==> config.mk <==
export PLATFORM = sky130hd
export DESIGN_NAME = sb_conflict_resolve_flat
export DESIGN_NICKNAME = d
export VERILOG_FILES = /design/src/design/sb_pkg.sv /design/src/design/sb_ram_if.sv /design/src/design/sb_conflict_resolve.sv /design/src/flat_wrapper.sv
export SDC_FILE = /design/constraint.sdc
export NUM_CORES = 1
export LEC_CHECK = 0
export BUFFER_PORTS_ARGS = -buffer_cell sky130_fd_sc_hd__buf_2
export CAP_MARGIN = 20
export CORE_ASPECT_RATIO = 0.6
export CORE_MARGIN = 1.5
export CORE_UTILIZATION = 48
export CTS_CLUSTER_SIZE = 12
export DETAILED_ROUTE_END_ITERATION = 12
export GPL_ROUTABILITY_DRIVEN = 0
export MAX_ROUTING_LAYER = met4
export PLACE_DENSITY_LB_ADDON = 0.12
export SLEW_MARGIN = 20
export SYNTH_ARGS = -nofsm -noshare
export SYNTH_HDL_FRONTEND = slang
export SYNTH_SLANG_ARGS = --single-unit
==> constraint.sdc <==
create_clock -name clk -period 2.45 [get_ports clk]
set_input_delay 0.1225 -clock clk [delete_from_list [all_inputs] [get_ports clk]]
set_output_delay 0.1225 -clock clk [all_outputs]
set_load 0.1 [all_outputs]
==> src/design/sb_pkg.sv <==
/*
 * Scoreboard package
 * Field types, stored record layout, resolver state encoding and
 * default sizes shared by the registration scoreboard
 */
package sb_pkg;

  localparam int ID_WIDTH_DEF = 8;                      // 256 object slots

  // Record field widths
  localparam int SCORE_WIDTH  = 10;
  localparam int BBOX_WIDTH   = 32;                     // Four 8-bit coordinates
  localparam int HITS_WIDTH   = 4;
  localparam int ENTRY_WIDTH  = 1 + HITS_WIDTH + SCORE_WIDTH + BBOX_WIDTH;

  // Field positions inside the record, bbox at the bottom
  localparam int BBOX_LSB     = 0;
  localparam int SCORE_LSB    = BBOX_LSB + BBOX_WIDTH;
  localparam int HITS_LSB     = SCORE_LSB + SCORE_WIDTH;
  localparam int VALID_BIT    = HITS_LSB + HITS_WIDTH;  // Top bit

  typedef logic [SCORE_WIDTH-1:0] score_t;              // Confidence score
  typedef logic [BBOX_WIDTH-1:0]  bbox_t;               // Opaque to the design
  typedef logic [HITS_WIDTH-1:0]  hits_t;               // Saturating hit count
  typedef logic [ENTRY_WIDTH-1:0] entry_t;              // valid | hits | score | bbox

  localparam hits_t HITS_MAX = '1;                      // Saturation point

  // Resolver FSM
  typedef enum logic [2:0] {
    ST_CLEAR,                                           // Zero sweep
    ST_IDLE,                                            // Accepting strobes
    ST_RD,                                              // Detection read
    ST_WB,                                              // Detection write back
    ST_QRD,                                             // Query read
    ST_QOUT                                             // Query capture
  } res_state_t;

endpackage

==> src/design/sb_ram_if.sv <==
/*
 * Single-port RAM bus
 * Address, write data, read data and the cs/we/oe strobes between
 * the resolver (master) and the memory (ram)
 */
`timescale 1ns/100ps

interface sb_ram_if import sb_pkg::*; #(
  parameter int DATA_WIDTH = ENTRY_WIDTH,
  parameter int ADDR_WIDTH = ID_WIDTH_DEF
);

  logic [ADDR_WIDTH-1:0] address;                       // Word address
  logic [DATA_WIDTH-1:0] wdata;                         // Write data
  logic [DATA_WIDTH-1:0] rdata;                         // Registered read data
  logic                  cs;                            // Chip select
  logic                  we;                            // Write enable
  logic                  oe;                            // Read enable

  modport master (
    output address,
    output wdata,
    output cs,
    output we,
    output oe,
    input  rdata
  );

  modport ram (
    input  address,
    input  wdata,
    input  cs,
    input  we,
    input  oe,
    output rdata
  );

endinterface

==> src/design/sb_conflict_resolve.sv <==
/*
 * Conflict resolver
 * Read-modify-write of one record per object ID: counts hits with
 * saturation, flags already registered IDs, keeps the higher score and
 * box. Also serves record queries and the zero sweep run after reset
 * and on a clear command
 */
`timescale 1ns/100ps

module sb_conflict_resolve import sb_pkg::*; #(
  parameter int ID_WIDTH = ID_WIDTH_DEF
) (
  input  logic                clk,
  input  logic                arst_n,
  // Detection request
  input  logic                det_valid,
  input  logic [ID_WIDTH-1:0] det_id,
  input  score_t              det_score,
  input  bbox_t               det_bbox,
  // Query request
  input  logic                q_valid,
  input  logic [ID_WIDTH-1:0] q_id,
  // Sweep request
  input  logic                clear,
  // Status and results
  output logic                busy,
  output logic                det_done,
  output logic                det_conflict,
  output logic                det_replaced,
  output logic                q_done,
  output entry_t              q_entry,
  output logic                clear_done,
  // RAM side
  sb_ram_if.master            mem
);

  res_state_t          state;
  logic [ID_WIDTH-1:0] clr_addr;                        // Sweep pointer
  logic                clr_last;

  // Accepted request
  logic [ID_WIDTH-1:0] req_id;
  score_t              req_score;
  bbox_t               req_bbox;

  // Stored record fields
  entry_t              old_entry;
  logic                old_valid;
  hits_t               old_hits;
  score_t              old_score;

  // Updated record
  hits_t               new_hits;
  logic                take_new;
  entry_t              new_entry;

  assign busy     = (state != ST_IDLE);                 // Low only when idle
  assign clr_last = (clr_addr == {ID_WIDTH{1'b1}});

  // Unpack the word returned by the read
  assign old_entry = mem.rdata;
  assign old_valid = old_entry[VALID_BIT];
  assign old_hits  = old_entry[HITS_LSB +: HITS_WIDTH];
  assign old_score = old_entry[SCORE_LSB +: SCORE_WIDTH];

  // Update rule
  always_comb begin
    if (!old_valid) begin
      new_hits = hits_t'(1);                            // First sighting
    end else if (old_hits == HITS_MAX) begin
      new_hits = HITS_MAX;                              // Saturate
    end else begin
      new_hits = old_hits + hits_t'(1);
    end

    take_new = !old_valid || (req_score > old_score);   // Ties keep old data

    new_entry                             = old_entry;
    new_entry[VALID_BIT]                  = 1'b1;
    new_entry[HITS_LSB +: HITS_WIDTH]     = new_hits;
    if (take_new) begin
      new_entry[SCORE_LSB +: SCORE_WIDTH] = req_score;
      new_entry[BBOX_LSB +: BBOX_WIDTH]   = req_bbox;
    end
  end

  // RAM strobes follow the state
  always_comb begin
    mem.address = req_id;
    mem.wdata   = new_entry;
    mem.cs      = 1'b0;
    mem.we      = 1'b0;
    mem.oe      = 1'b0;
    case (state)
      ST_CLEAR: begin
        mem.address = clr_addr;
        mem.wdata   = '0;                               // Empty record
        mem.cs      = 1'b1;
        mem.we      = 1'b1;
      end
      ST_RD, ST_QRD: begin
        mem.cs = 1'b1;
        mem.oe = 1'b1;                                  // Data next cycle
      end
      ST_WB: begin
        mem.cs = 1'b1;
        mem.we = 1'b1;
      end
      default: begin
      end
    endcase
  end

  // FSM and done pulses
  always_ff @(posedge clk or negedge arst_n) begin
    if (!arst_n) begin
      state        <= ST_CLEAR;                         // Sweep out of reset
      clr_addr     <= '0;
      det_done     <= 1'b0;
      det_conflict <= 1'b0;
      det_replaced <= 1'b0;
      q_done       <= 1'b0;
      clear_done   <= 1'b0;
    end else begin
      det_done   <= 1'b0;                               // Single cycle pulses
      q_done     <= 1'b0;
      clear_done <= 1'b0;
      case (state)
        ST_CLEAR: begin
          clr_addr <= clr_addr + 1'b1;                  // Wraps to zero at end
          if (clr_last) begin
            clear_done <= 1'b1;
            state      <= ST_IDLE;
          end
        end
        ST_IDLE: begin
          if (clear) begin                              // Highest priority
            clr_addr <= '0;
            state    <= ST_CLEAR;
          end else if (det_valid) begin
            state <= ST_RD;
          end else if (q_valid) begin
            state <= ST_QRD;
          end
        end
        ST_RD: begin
          state <= ST_WB;
        end
        ST_WB: begin
          det_done     <= 1'b1;
          det_conflict <= old_valid;                    // Slot already taken
          det_replaced <= take_new;
          state        <= ST_IDLE;
        end
        ST_QRD: begin
          state <= ST_QOUT;
        end
        ST_QOUT: begin
          q_done <= 1'b1;
          state  <= ST_IDLE;
        end
        default: begin
          state <= ST_IDLE;
        end
      endcase
    end
  end

  // Request and query payload
  always_ff @(posedge clk) begin
    if (state == ST_IDLE) begin
      if (det_valid) begin
        req_id    <= det_id;
        req_score <= det_score;
        req_bbox  <= det_bbox;
      end else if (q_valid) begin
        req_id <= q_id;
      end
    end
    if (state == ST_QOUT) begin
      q_entry <= mem.rdata;                             // Read result
    end
  end

endmodule

==> src/flat_wrapper.sv <==
// flat-port wrapper written by rule: the top's interface ports become plain ports
module sb_conflict_resolve_flat import sb_pkg::*;
#(
  parameter int ID_WIDTH = ID_WIDTH_DEF
)
  (clk, arst_n, det_valid, det_id, det_score, det_bbox, q_valid, q_id, clear, busy, det_done, det_conflict, det_replaced, q_done, q_entry, clear_done, mem_address, mem_wdata, mem_cs, mem_we, mem_oe, mem_rdata);
  sb_ram_if mem_i ();
  input  logic clk;
  input  logic arst_n;
  input  logic det_valid;
  input  logic [ID_WIDTH-1:0] det_id;
  input  score_t det_score;
  input  bbox_t det_bbox;
  input  logic q_valid;
  input  logic [ID_WIDTH-1:0] q_id;
  input  logic clear;
  output logic busy;
  output logic det_done;
  output logic det_conflict;
  output logic det_replaced;
  output logic q_done;
  output entry_t q_entry;
  output logic clear_done;
  output wire logic [$bits(mem_i.address)-1:0] mem_address;
  output wire logic [$bits(mem_i.wdata)-1:0] mem_wdata;
  output wire logic [$bits(mem_i.cs)-1:0] mem_cs;
  output wire logic [$bits(mem_i.we)-1:0] mem_we;
  output wire logic [$bits(mem_i.oe)-1:0] mem_oe;
  input wire logic [$bits(mem_i.rdata)-1:0] mem_rdata;
  assign mem_address = mem_i.address;
  assign mem_wdata = mem_i.wdata;
  assign mem_cs = mem_i.cs;
  assign mem_we = mem_i.we;
  assign mem_oe = mem_i.oe;
  assign mem_i.rdata = mem_rdata;
  sb_conflict_resolve #(.ID_WIDTH(ID_WIDTH)) u_core (.clk(clk), .arst_n(arst_n), .det_valid(det_valid), .det_id(det_id), .det_score(det_score), .det_bbox(det_bbox), .q_valid(q_valid), .q_id(q_id), .clear(clear), .busy(busy), .det_done(det_done), .det_conflict(det_conflict), .det_replaced(det_replaced), .q_done(q_done), .q_entry(q_entry), .clear_done(clear_done), .mem(mem_i));
endmodule
==> impl_metrics.csv, run 1 <==
group,metric,value,unit
synthesis,ys_types,38,
synthesis,ys_seq_area_share,65.87,%
synthesis,synth_compound_area_share,12.19,%
placed_design,pre_cts_slack,-4.331,ps
floorplanning,chipWidth,135.2,um
grt,grt_max_degree,48,
placed_design,port_buffers,220,
synthesis,syn_avg_cell_area,12.27,sq um
floorplanning,num_rows,28,
cts,cts.sinks,113,
outcome,stop_error,"[ERROR GRT-0232] Routing congestion too high. Check the congestion heatmap in the GUI.",
outcome,status,"aborted with a tool error",
synthesis,synth-simple-area-share,11.92,%
cts,cts_root_buffer,"clkbuf_16",
synthesis,synth_nets,532,
outcome,stop_stage,"global routing (5_1_grt)",
sta,postGrtWorstEndpoint,"mem_wdata[0]",
floorplanning,die_h,82.29,um
synthesis,synthArstFlopShare,14.16,%
cts,cts_buffers,17,
synthesis,synthMuxAreaShare,2.015,%
floorplanning,start_util,50.20,%
grt,gr-usage-all-layers,89.91,%
synthesis,ys_seq_elements,113,
synthesis,yosys.area_share.adder,2.985,%
synthesis,synthXorXnorAreaFrac,1.045,%
floorplanning,io_pins,221,
placed_design,dpl_cell_area,0.007428,sq mm
synthesis,synth_top_family_by_area,"compound AO/OA/AOI/OAI gates",
synthesis,synth-edff-count,97,
synthesis,synth_area,0.005030,sq mm
synthesis,synthCells,410,
cts,h-tree-depth,4,
grt,antenna_found_initial,4,
synthesis,ys.flop_type,"edfxtp_1",
sta,worst_path_end_type,"output port",
cts,clockBufferDepth,2,
synthesis,synth_warnings,0,
grt,grt-ovfl-total,386,
placed_design,dp_hpwl,10810,um
[cells in the mapped netlist (5+ instances only)]
library cell | instances | area [sq um]
a21oi_2 | 8 | 70.07
a21oi_1 | 41 | 205.2
nand3_1 | 47 | 235.2
nor2_1 | 13 | 48.80
o21ai_0 | 8 | 40.04
dfrtp_1 | 16 | 400.4
buf_2 | 9 | 45.04
ha_1 | 12 | 150.1
inv_1 | 15 | 56.30
o21ai_1 | 37 | 185.2
nand2_1 | 34 | 127.6
nor3_1 | 5 | 25.02
edfxtp_1 | 97 | 2913
mux2_2 | 9 | 101.4
clkbuf_1 | 9 | 33.78
[cells by family after synthesis]
group | count (synthesis)
and+or+nand+nor | 123
muxes | 9
adders and majority gates | 12
AOI/OAI and AO/OA | 105
xor gates and xnor gates | 6
buffers and inverters | 42
DFF | 113
[stage by stage]
stage / hold slack, ps / std cells
global placement: 55.68 / 751
floorplan: -173.1 / 410
detailed placement: 60.56 / 751
CTS: 4.264 / 884
[repair_timing]
action | in CTS
hold buffers | 89
pin swaps | 24
resized for setup | 40
hold endpoints to repair | 104
setup buffers | 9
setup endpoints to repair | 42
gates cloned | 3
[routing by layer]
metal	track usage (%)	GRT overflow
met5	-	-
met4	101.9	122
met3	72.59	10
met2	110.3	247
met1	80.76	7
==> run 2, diff against run 1 <==
--- a/config.mk
+++ b/config.mk
@@ -7,14 +7,11 @@
 export LEC_CHECK = 0
 export BUFFER_PORTS_ARGS = -buffer_cell sky130_fd_sc_hd__buf_2
 export CAP_MARGIN = 20
-export CORE_ASPECT_RATIO = 0.6
 export CORE_MARGIN = 1.5
-export CORE_UTILIZATION = 48
-export CTS_CLUSTER_SIZE = 12
+export CORE_UTILIZATION = 40
 export DETAILED_ROUTE_END_ITERATION = 12
 export GPL_ROUTABILITY_DRIVEN = 0
-export MAX_ROUTING_LAYER = met4
-export PLACE_DENSITY_LB_ADDON = 0.12
+export PLACE_DENSITY_LB_ADDON = 0.15
 export SLEW_MARGIN = 20
 export SYNTH_ARGS = -nofsm -noshare
 export SYNTH_HDL_FRONTEND = slang
==> impl_metrics.csv, run 2 <==
group,metric,value,unit
setup_path,r2r_slack,400,ps
synthesis,synth_top_family_by_area,"compound AO/OA/AOI/OAI gates",
routing,vias_per_cell,4.958,
synthesis,synth.largest_area_cell,"edfxtp_1",
synthesis,synth-edff-count,97,
outcome,status,"finished, violations left",
setup_path,cp-end-kind,"primary output",
cts,cts.sinks,113,
cts,cts_buffers,17,
synthesis,ys_seq_area_share,65.87,%
floorplanning,die_h,115.1,um
power_and_ir_drop,power,13.62,mW
setup_path,cp.required,2330,ps
floorplanning,num_rows,40,
routing,wl,16280,um
routing,antenna_left,0,
cells_and_area,top_regs,"u_core.q_entry: 47 flops, u_core.req_bbox: 32 flops, u_core.req_score: 10 flops",
setup_path,endpoint,"mem_wdata[41]",
synthesis,synth.top_cells.by_count,"edfxtp_1, nand3_1, a21oi_1, o21ai_1, nand2_1",
cells_and_area,layout-drive-gt1-share,48.00,%
cts,cts_tree,"yes",
cells_and_area,areaGrowthSynthToFinish,84.60,%
synthesis,synthArstFlopShare,14.16,%
grt,grt-ovfl-total,0,
cts,clockBufferDepth,2,
sta,timing_worst_slew_pin_value,672.1,ps
grt,grt_pass1_vias,4710,
synthesis,synth_compound_area_share,12.19,%
synthesis,synthCells,410,
outcome,violations,"setup timing",
setup_path,r2r-end,"u_core.det_replaced",
cts,insertion_delay,400,ps
floorplanning,io_pins,221,
synthesis,yosys.area_share.adder,2.985,%
sta,timing.final.ws_setup,-334.4,ps
sta,hold_viol,0,
setup_path,crit_fanout,34,
synthesis,synthMuxAreaShare,2.015,%
routing,drt_pass1_iterations,5,
power_and_ir_drop,powerDensity,1467,mW/mm^2
grt,antenna_found_initial,0,
cells_and_area,final_common_cell,"buf_2",
synthesis,synth_nets,532,
routing,wl_per_cell,17.74,um
cts,h-tree-depth,4,
cells_and_area,utilization,76.35,%
cells_and_area,largest_reg_flops,47,
hold_path,min_path_type,"input pin to register",
cells_and_area,num-nets-final,859,
cells_and_area,n_antenna_cell,0,
run,drv_cap,0,
power_and_ir_drop,p_leak,3.733,nW
synthesis,synth_warnings,0,
power_and_ir_drop,peakVddDrop,1.758,mV
floorplanning,core,0.01216,sq mm
floorplanning,start_util,41.36,%
cells_and_area,final_cell_mix,"buf_2, edfxtp_1, dlygate4sd3_1",
routing,drtIter0Drc,247,
sta,slew_violations,0,
synthesis,synthXorXnorAreaFrac,1.045,%
synthesis,synth-simple-area-share,11.92,%
synthesis,ys_seq_elements,113,
sta,min_period,2784,ps
cells_and_area,largest-register,"u_core.q_entry",
setup_path,crit_start,"u_core.req_score[7]",
synthesis,syn_avg_cell_area,12.27,sq um
sta,post-route-period-util,113.6,%
grt,gr-usage-all-layers,24.38,%
setup_path,timing.rr.start,"u_core.req_score[7]",
placed_design,dp_hpwl,10070,um
synthesis,synth_area,0.005030,sq mm
cts,cts_root_buffer,"clkbuf_16",
sta,clock-skew-final,4.768,ps
sta,setup_viol,42,
synthesis,ys.flop_type,"edfxtp_1",
setup_path,worst_ep_arrival_time,2660,ps
sta,rsz0062_at_grt,"true",
setup_path,path_class,"register to primary output",
grt,grt_max_degree,37,
grt,grt_pass1_wl,23890,um
setup_path,worstRegToRegCells,7,
synthesis,synth_top_area_share,57.91,%
routing,via_count,4551,
setup_path,startpoint_type,"register",
floorplanning,chipWidth,115.1,um
synthesis,ys_types,38,
cells_and_area,nFillCells,778,
floorplanning,die_area,0.01326,sq mm
placed_design,port_buffers,220,
sta,slew_headroom,55.03,%
sta,max_freq,359.1,MHz
synthesis,synth.most_common_cell,"edfxtp_1",
routing,drc,0,
synthesis,yosys-top-cells-area,"edfxtp_1, dfrtp_1, nand3_1, a21oi_1, o21ai_1",
cts,path_clk_slew,50,ps
-- run 2: cell counts after synthesis --
Identical to the previous run, type by type.
-- run 2: worst min-delay path by stage --
stage / from / cells past startpoint / end / slack (ps)
after floorplan: arst_n / 0 / u_core.clear_done / -170
after global placement: arst_n / 1 / u_core.clear_done / 60
after detailed placement: arst_n / 1 / u_core.clear_done / 60
after CTS: q_id[7] / 2 / u_core.req_id[7] / 0.9
after global routing: det_id[7] / 2 / u_core.req_id[7] / 1
final: q_id[7] / 2 / u_core.req_id[7] / 20
-- run 2: timing repair --
item                                    in CTS  in global routing
endpoints found under the hold margin      106                  0
pin swaps                                    5                  2
gates cloned                                 2                  2
buffers inserted                             3                  3
hold buffers                                91                  0
resized for setup                           27                 10
endpoints found under the setup margin      42                 42
-- run 2: cell type report --
| cell class | count | area [sq um] | area share [%] |
|---|---|---|---|
| Clock inverter | 6 | 55.05 | 0.5929 |
| Tap cell | 168 | 210.2 | 2.264 |
| Clock buffer | 26 | 499.2 | 5.377 |
| Multi-Input combinational cell | 255 | 2151 | 23.16 |
| Timing Repair Buffer | 335 | 3000 | 32.31 |
| Inverter | 15 | 56.30 | 0.6064 |
| Sequential cell | 113 | 3313 | 35.68 |
-- run 2: kinds of logic after synthesis --
kind of cell             Yosys count
AO/OA/AOI/OAI                    105
AND/OR/NAND/NOR                  123
buffers and inverters             42
multiplexers                       9
XOR/XNOR                           6
adder cells (fa/ha/maj)           12
flip-flops                       113
-- run 2: power by group --
| part | leakage, nW | internal [mW] | total [mW] | switching [mW] |
|---|---|---|---|---|
| Clock | 0.278 | 1.49 | 2.30 | 0.807 |
| Sequential | 1.10 | 2.48 | 2.65 | 0.170 |
| Combinational | 2.36 | 2.48 | 8.67 | 6.20 |
| Total | 3.73 | 6.45 | 13.6 | 7.18 |
-- run 2: critical path: stages, from the launching register on --
cell and delay, ps:
edfxtp_1 430, ha_4 310, nand4_1 160, a211oi_2 370
a2111o_1 210, buf_12 210, nand3_1 190, a21oi_4 190
buf_12 190
-- run 2: metal layers --
layer  up-vias  track usage, %  part of all wire [%]  routed length (um)
met3        23           5.535                   6.4                1041
li1       2176               -                     -                   -
met5         -               0                     0                   0
met4         0           9.794                   1.6                 258
met1      2157           27.52                    38                6257
met2       195           44.60                    54                8724
-- run 2: metrics by stage --
step	setup slack [ps]	instances	hold WS, ps	area [sq um]	setup TNS (ps)
floorplan	-778.5	410	-173.1	5475	-1979
global placement	139.1	785	57.57	7490	0
detailed placement	21.08	785	56.86	7490	0
CTS	-255.2	913	0.9117	9130	-9734
global route	-383.3	918	1.054	9285	-14290
finish	-334.4	918	17.27	9285	-12270
Note: power is estimated with default switching activity, not from simulation.
==> run 3, diff against run 2 <==
==> constraint.sdc (replaced) <==
create_clock -name clk -period 2.45 [get_ports clk]
set_input_delay 0.245 -clock clk [delete_from_list [all_inputs] [get_ports clk]]
set_output_delay 0.245 -clock clk [all_outputs]
set_load 0.1 [all_outputs]
==> impl_metrics.csv, run 3 (synthesized netlist as in run 2, its figures left out) <==
group,metric,value,unit
setup_path,worst_ep_arrival_time,2690,ps
grt,grt_max_degree,43,
run,drv_cap,0,
sta,timing.final.ws_setup,-487.7,ps
sta,hold_viol,0,
routing,wl,15570,um
floorplanning,num_rows,40,
setup_path,crit_family,"buffers and inverters",
cts,cts_buffers,17,
setup_path,cp_num_buf_inv,4,
routing,drtIter0Drc,197,
cells_and_area,num-nets-final,813,
cts,cts_tree,"yes",
placed_design,port_buffers,220,
floorplanning,core,0.01216,sq mm
setup_path,startpoint_type,"register",
outcome,status,"finished, violations left",
placed_design,dp_hpwl,10140,um
cells_and_area,largest_reg_flops,47,
setup_path,crit_fanout,10,
cells_and_area,layout-drive-gt1-share,54.56,%
setup_path,critPathSlowestCell,"edfxtp_1",
setup_path,path_cells,"ha_1 > nand4_1 > a211oi_2 > buf_4 > a2111oi_4 > buf_4 > buf_6 > o21ai_1 > a21oi_4 > buf_12",
cts,h-tree-depth,4,
floorplanning,die_area,0.01326,sq mm
hold_path,min_path_type,"input pin to register",
sta,setup_viol,42,
cells_and_area,n_antenna_cell,0,
outcome,violations,"setup timing",
setup_path,crit_top_cell,"buf_4",
routing,via_count,4380,
routing,antenna_left,0,
cts,cts.sinks,113,
sta,rsz0062_at_grt,"true",
grt,grt_pass1_wl,22220,um
floorplanning,chipWidth,115.1,um
setup_path,cp-end-kind,"primary output",
grt,gr-usage-all-layers,22.51,%
floorplanning,die_h,115.1,um
grt,grt-ovfl-total,0,
cts,clockBufferDepth,2,
cells_and_area,final_cell_mix,"buf_2, edfxtp_1, buf_12",
setup_path,cp.required,2200,ps
sta,clock-skew-final,11.12,ps
routing,wl_per_cell,17.89,um
setup_path,path_class,"register to primary output",
grt,antenna_found_initial,0,
cells_and_area,utilization,72.69,%
routing,drc,0,
sta,post-route-period-util,119.9,%
routing,drt_pass1_iterations,4,
grt,grt_pass1_vias,4392,
cells_and_area,areaGrowthSynthToFinish,75.75,%
sta,max_freq,340.4,MHz
routing,vias_per_cell,5.034,
sta,timing_worst_slew_pin_value,519.4,ps
cts,path_clk_slew,50,ps
sta,slew_headroom,65.61,%
cells_and_area,largest-register,"u_core.q_entry",
floorplanning,io_pins,221,
cts,cts_root_buffer,"clkbuf_16",
floorplanning,start_util,41.36,%
sta,slew_violations,0,
cells_and_area,top_regs,"u_core.q_entry: 47 flops, u_core.req_bbox: 32 flops, u_core.req_score: 10 flops",
sta,min_period,2938,ps
setup_path,crit_path_max_incr_delay,410,ps
cts,insertion_delay,410,ps
cells_and_area,final_common_cell,"buf_2",
run 3: cell types whose count changed in the layout (fill, tap and decap cells not counted), sizes merged:
cell	delta
dlygate4sd3	-55
buf	+6
clkbuf	-2
clkinv	+2
clkinvlp	+1
run 3: stage by stage:
step / setup TNS, ps / instance area [sq um] / hold slack (ps) / setup WS, ps / instances
finish: -18640 / 8840 / 11.83 / -487.7 / 870
global route: -22910 / 8840 / -2.530 / -582.8 / 870
CTS: -17160 / 8586 / 0.2340 / -434.8 / 860
detailed placement: -33.30 / 7629 / 179.5 / -19.23 / 791
global placement: 0 / 7629 / 180.4 / 42.24 / 791
floorplan: -2427 / 5594 / -50.59 / -321.4 / 410
run 3: layout make-up:
cell class | instances | area (sq um)
fillers | 816 | 3322
clock buffers | 21 | 440.4
flip-flops and latches | 113 | 3313
inverters | 15 | 56.30
multi-input cells | 255 | 2250
repair buffers | 289 | 2501
well taps | 168 | 210.2
clock inverters | 9 | 68.82
run 3: worst paths after layout:
path,start,endpoint,slack [ps],cells past startpoint
max,u_core.req_score[2],mem_wdata[16],-490,10
min,det_bbox[17],u_core.req_bbox[17],10,1
max reg2reg,u_core.req_score[5],u_core.det_replaced,360,9
min reg2reg,u_core.det_replaced,u_core.det_replaced,490,2
max in group asynchronous,arst_n,u_core.clr_addr[6],1900,2
min in group asynchronous,arst_n,u_core.state[1],280,2
run 3: worst register-to-register path, stage by stage (launching register included):
cell,delay (ps)
edfxtp_1,420
ha_4,310
nand4_1,140
a211oi_2,270
buf_4,170
a2111oi_4,50
buf_4,170
buf_4,130
buf_6,120
o31ai_1,210
run 3: per-layer routing:
metal / track usage [%] / routed length [um]
met1: 25.25 / 6087
met4: 9.465 / 331
met5: 0 / 0
met3: 6.695 / 1031
met2: 39.96 / 8115
run 3: timing repair:
| item | CTS | global route |
|---|---|---|
| hold endpoints to repair | 49 | 2 |
| buffers inserted | 4 | 3 |
| pin swaps | 1 | 11 |
| gates resized for setup | 8 | 32 |
| setup endpoints to repair | 42 | 45 |
| cloned | 1 | 5 |
| hold buffers | 34 | 2 |
Power of run 3 is left out: the tool's default activity adds up to more than one toggle a clock period on the data nets, which glitch-free logic cannot reach.
==> run 4, diff against run 3 <==
--- a/config.mk
+++ b/config.mk
@@ -7,8 +7,10 @@
 export LEC_CHECK = 0
 export BUFFER_PORTS_ARGS = -buffer_cell sky130_fd_sc_hd__buf_2
 export CAP_MARGIN = 20
+export CELL_PAD_IN_SITES_DETAIL_PLACEMENT = 1
+export CELL_PAD_IN_SITES_GLOBAL_PLACEMENT = 2
 export CORE_MARGIN = 1.5
-export CORE_UTILIZATION = 40
+export CORE_UTILIZATION = 29
 export DETAILED_ROUTE_END_ITERATION = 12
 export GPL_ROUTABILITY_DRIVEN = 0
 export PLACE_DENSITY_LB_ADDON = 0.15
==> impl_metrics.csv, run 4 (synthesized netlist as in run 2, its figures left out) <==
group,metric,value,unit
sta,slew_violations,0,
floorplanning,core,0.01676,sq mm
setup_path,r2r_slack,390,ps
cells_and_area,largest-register,"u_core.q_entry",
hold_path,hp-start,"det_bbox[30]",
cts,insertion_delay,410,ps
sta,clock-skew-final,4.656,ps
routing,wl,18230,um
run,drv_cap,0,
setup_path,crit_path_max_incr_delay,430,ps
cts,h-tree-depth,4,
floorplanning,die_area,0.01814,sq mm
sta,setup_viol,42,
routing,drt_pass1_iterations,4,
hold_path,worstHoldPathCells,1,
power_and_ir_drop,switchingPower,7.371,mW
setup_path,crit_fanout,8,
power_and_ir_drop,peakVddDrop,0.8170,mV
floorplanning,start_util,30.01,%
grt,grt_pass1_wl,27130,um
sta,timing.final.ws_setup,-562.1,ps
cts,cts_buffers,17,
cts,cts_root_buffer,"clkbuf_16",
cts,clockBufferDepth,2,
cells_and_area,utilization,55.84,%
floorplanning,chipWidth,134.7,um
power_and_ir_drop,powerDensity,1493,mW/mm^2
grt,grt-ovfl-total,0,
cells_and_area,nFillCells,1711,
setup_path,critPathSlowestCell,"edfxtp_1",
cells_and_area,areaGrowthSynthToFinish,86.07,%
floorplanning,die_h,134.7,um
grt,gr-usage-all-layers,20.02,%
setup_path,r2r-end,"u_core.det_replaced",
power_and_ir_drop,seq_power_share,19.1,%
placed_design,port_buffers,220,
setup_path,startpoint_type,"register",
sta,post-route-period-util,122.9,%
routing,vias_per_cell,4.752,
cells_and_area,multi_input_area,0.002452,sq mm
cells_and_area,num-nets-final,826,
setup_path,path_cells,"ha_4 > nand4_1 > a211oi_2 > a2111o_1 > buf_6 > clkbuf_16 > nand3_4 > a21oi_4 > buf_12",
cts,path_clk_slew,60,ps
power_and_ir_drop,p_clk_share,17.3,%
setup_path,path_class,"register to primary output",
sta,slew_headroom,62.12,%
routing,via_count,4448,
cells_and_area,top_regs,"u_core.q_entry: 47 flops, u_core.req_bbox: 32 flops, u_core.req_score: 10 flops",
grt,grt_max_degree,49,
routing,wl_per_cell,19.48,um
setup_path,cp_num_buf_inv,3,
cts,cts_tree,"yes",
setup_path,worstRegToRegCells,7,
outcome,violations,"setup timing",
cells_and_area,layout-drive-gt1-share,59.44,%
sta,max_freq,332.0,MHz
floorplanning,io_pins,221,
power_and_ir_drop,p_leak,3.733,nW
hold_path,min_to,"u_core.req_bbox[30]",
power_and_ir_drop,switching_share,52.74,%
setup_path,cp.required,2200,ps
cells_and_area,final_common_cell,"buf_2",
placed_design,dp_hpwl,11990,um
setup_path,worst_ep_arrival_time,2770,ps
floorplanning,num_rows,47,
placed_design,pre_cts_slack,-49.59,ps
routing,drc,0,
routing,antenna_left,0,
setup_path,cp-end-kind,"primary output",
routing,drtIter0Drc,179,
sta,timing_worst_slew_pin_value,568.2,ps
grt,antenna_found_initial,1,
sta,hold_viol,0,
cells_and_area,final_cell_mix,"buf_2, edfxtp_1, buf_12",
sta,rsz0062_at_grt,"true",
power_and_ir_drop,internal-power,6.605,mW
grt,grt_pass1_vias,4894,
setup_path,crit_family,"compound AO/OA/AOI/OAI gates",
cts,cts.sinks,113,
setup_path,timing.rr.start,"u_core.req_score[3]",
power_and_ir_drop,comb_power_share,63.6,%
cells_and_area,largest_reg_flops,47,
sta,min_period,3012,ps
cells_and_area,regArea,0.003313,sq mm
hold_path,min_path_type,"input pin to register",
outcome,status,"finished, violations left",
run 4: cell count changes in the layout (fill, tap and decap cells not counted), sizes merged:
| cell | before | now |
|---|---|---|
| clkbuf | 26 | 20 |
| clkinvlp | 1 | 3 |
| diode | 0 | 1 |
| buf | 248 | 255 |
| bufinv | 1 | 3 |
| dlygate4sd3 | 36 | 44 |
run 4: worst max-delay path by stage:
| stage | start | end | slack (ps) | cells past startpoint |
|---|---|---|---|---|
| 6_report | u_core.req_score[3] | mem_wdata[17] | -560 | 9 |
| 5_1_grt | u_core.req_score[3] | mem_wdata[17] | -650 | 9 |
| 4_1_cts | u_core.req_score[3] | mem_wdata[0] | -500 | 8 |
| 3_5_place_dp | u_core.req_score[7] | mem_wdata[2] | -50 | 8 |
| 3_3_place_gp | u_core.req_score[9] | mem_wdata[0] | 40 | 8 |
| 2_1_floorplan | u_core.req_score[5] | mem_wdata[10] | -320 | 7 |
run 4: area by class of cell:
cell class,count,share of cell area (%)
Clock buffer,17,4.545
Timing Repair Buffer,302,28.72
Clock inverter,13,1.564
Antenna cell,1,0.02674
Multi-Input combinational cell,255,26.20
Tap cell,220,2.941
Inverter,15,0.6016
Sequential cell,113,35.40
run 4: metrics by stage:
stage | cell area, sq um | cells | total power [mW] | TNS, ps | hold WS [ps]
global placement | 7731 | 843 | 11.19 | 0 | 193.7
floorplan | 5594 | 410 | 8.696 | -2427 | -50.59
finish | 9359 | 936 | 13.98 | -22140 | 19.34
global route | 9359 | 936 | 14.43 | -26130 | 2.751
detailed placement | 7731 | 843 | 11.28 | -265.3 | 203.4
CTS | 8955 | 925 | 13.92 | -18600 | 0.2213
run 4: worst reg2reg max path, cell delays in order, from the launching register on:
cell       delay [ps]
edfxtp_1          430
ha_4              300
nand4_1           170
a211oi_2          380
a2111oi_4         100
buf_4             180
buf_12            160
o31ai_1           230
run 4: per-layer routing:
layer,wire (um),vias to the layer above,track usage (%),part of all wire (%)
met5,0,-,0,0
li1,-,2116,-,-
met3,992,27,5.368,5.4
met1,7098,2162,22.82,39
met2,9752,143,35.56,53
met4,388,0,8.124,2.1
run 4: power by group through the flow:
stage / Clock, mW / Combinational (mW) / Sequential, mW
finish: 2.42 / 8.89 / 2.66
global route: 2.55 / 9.19 / 2.70
CTS: 2.48 / 8.80 / 2.63
detailed placement: 0 / 8.61 / 2.66
global placement: 0 / 8.54 / 2.65
floorplan: 0 / 5.52 / 3.18
run 4: timing repair:
item,CTS,global route
endpoints found under the hold margin,59,0
gates cloned,3,4
setup buffers,5,6
pin swaps,5,50
gates resized for setup,30,51
hold buffers,44,0
endpoints found under the setup margin,42,42
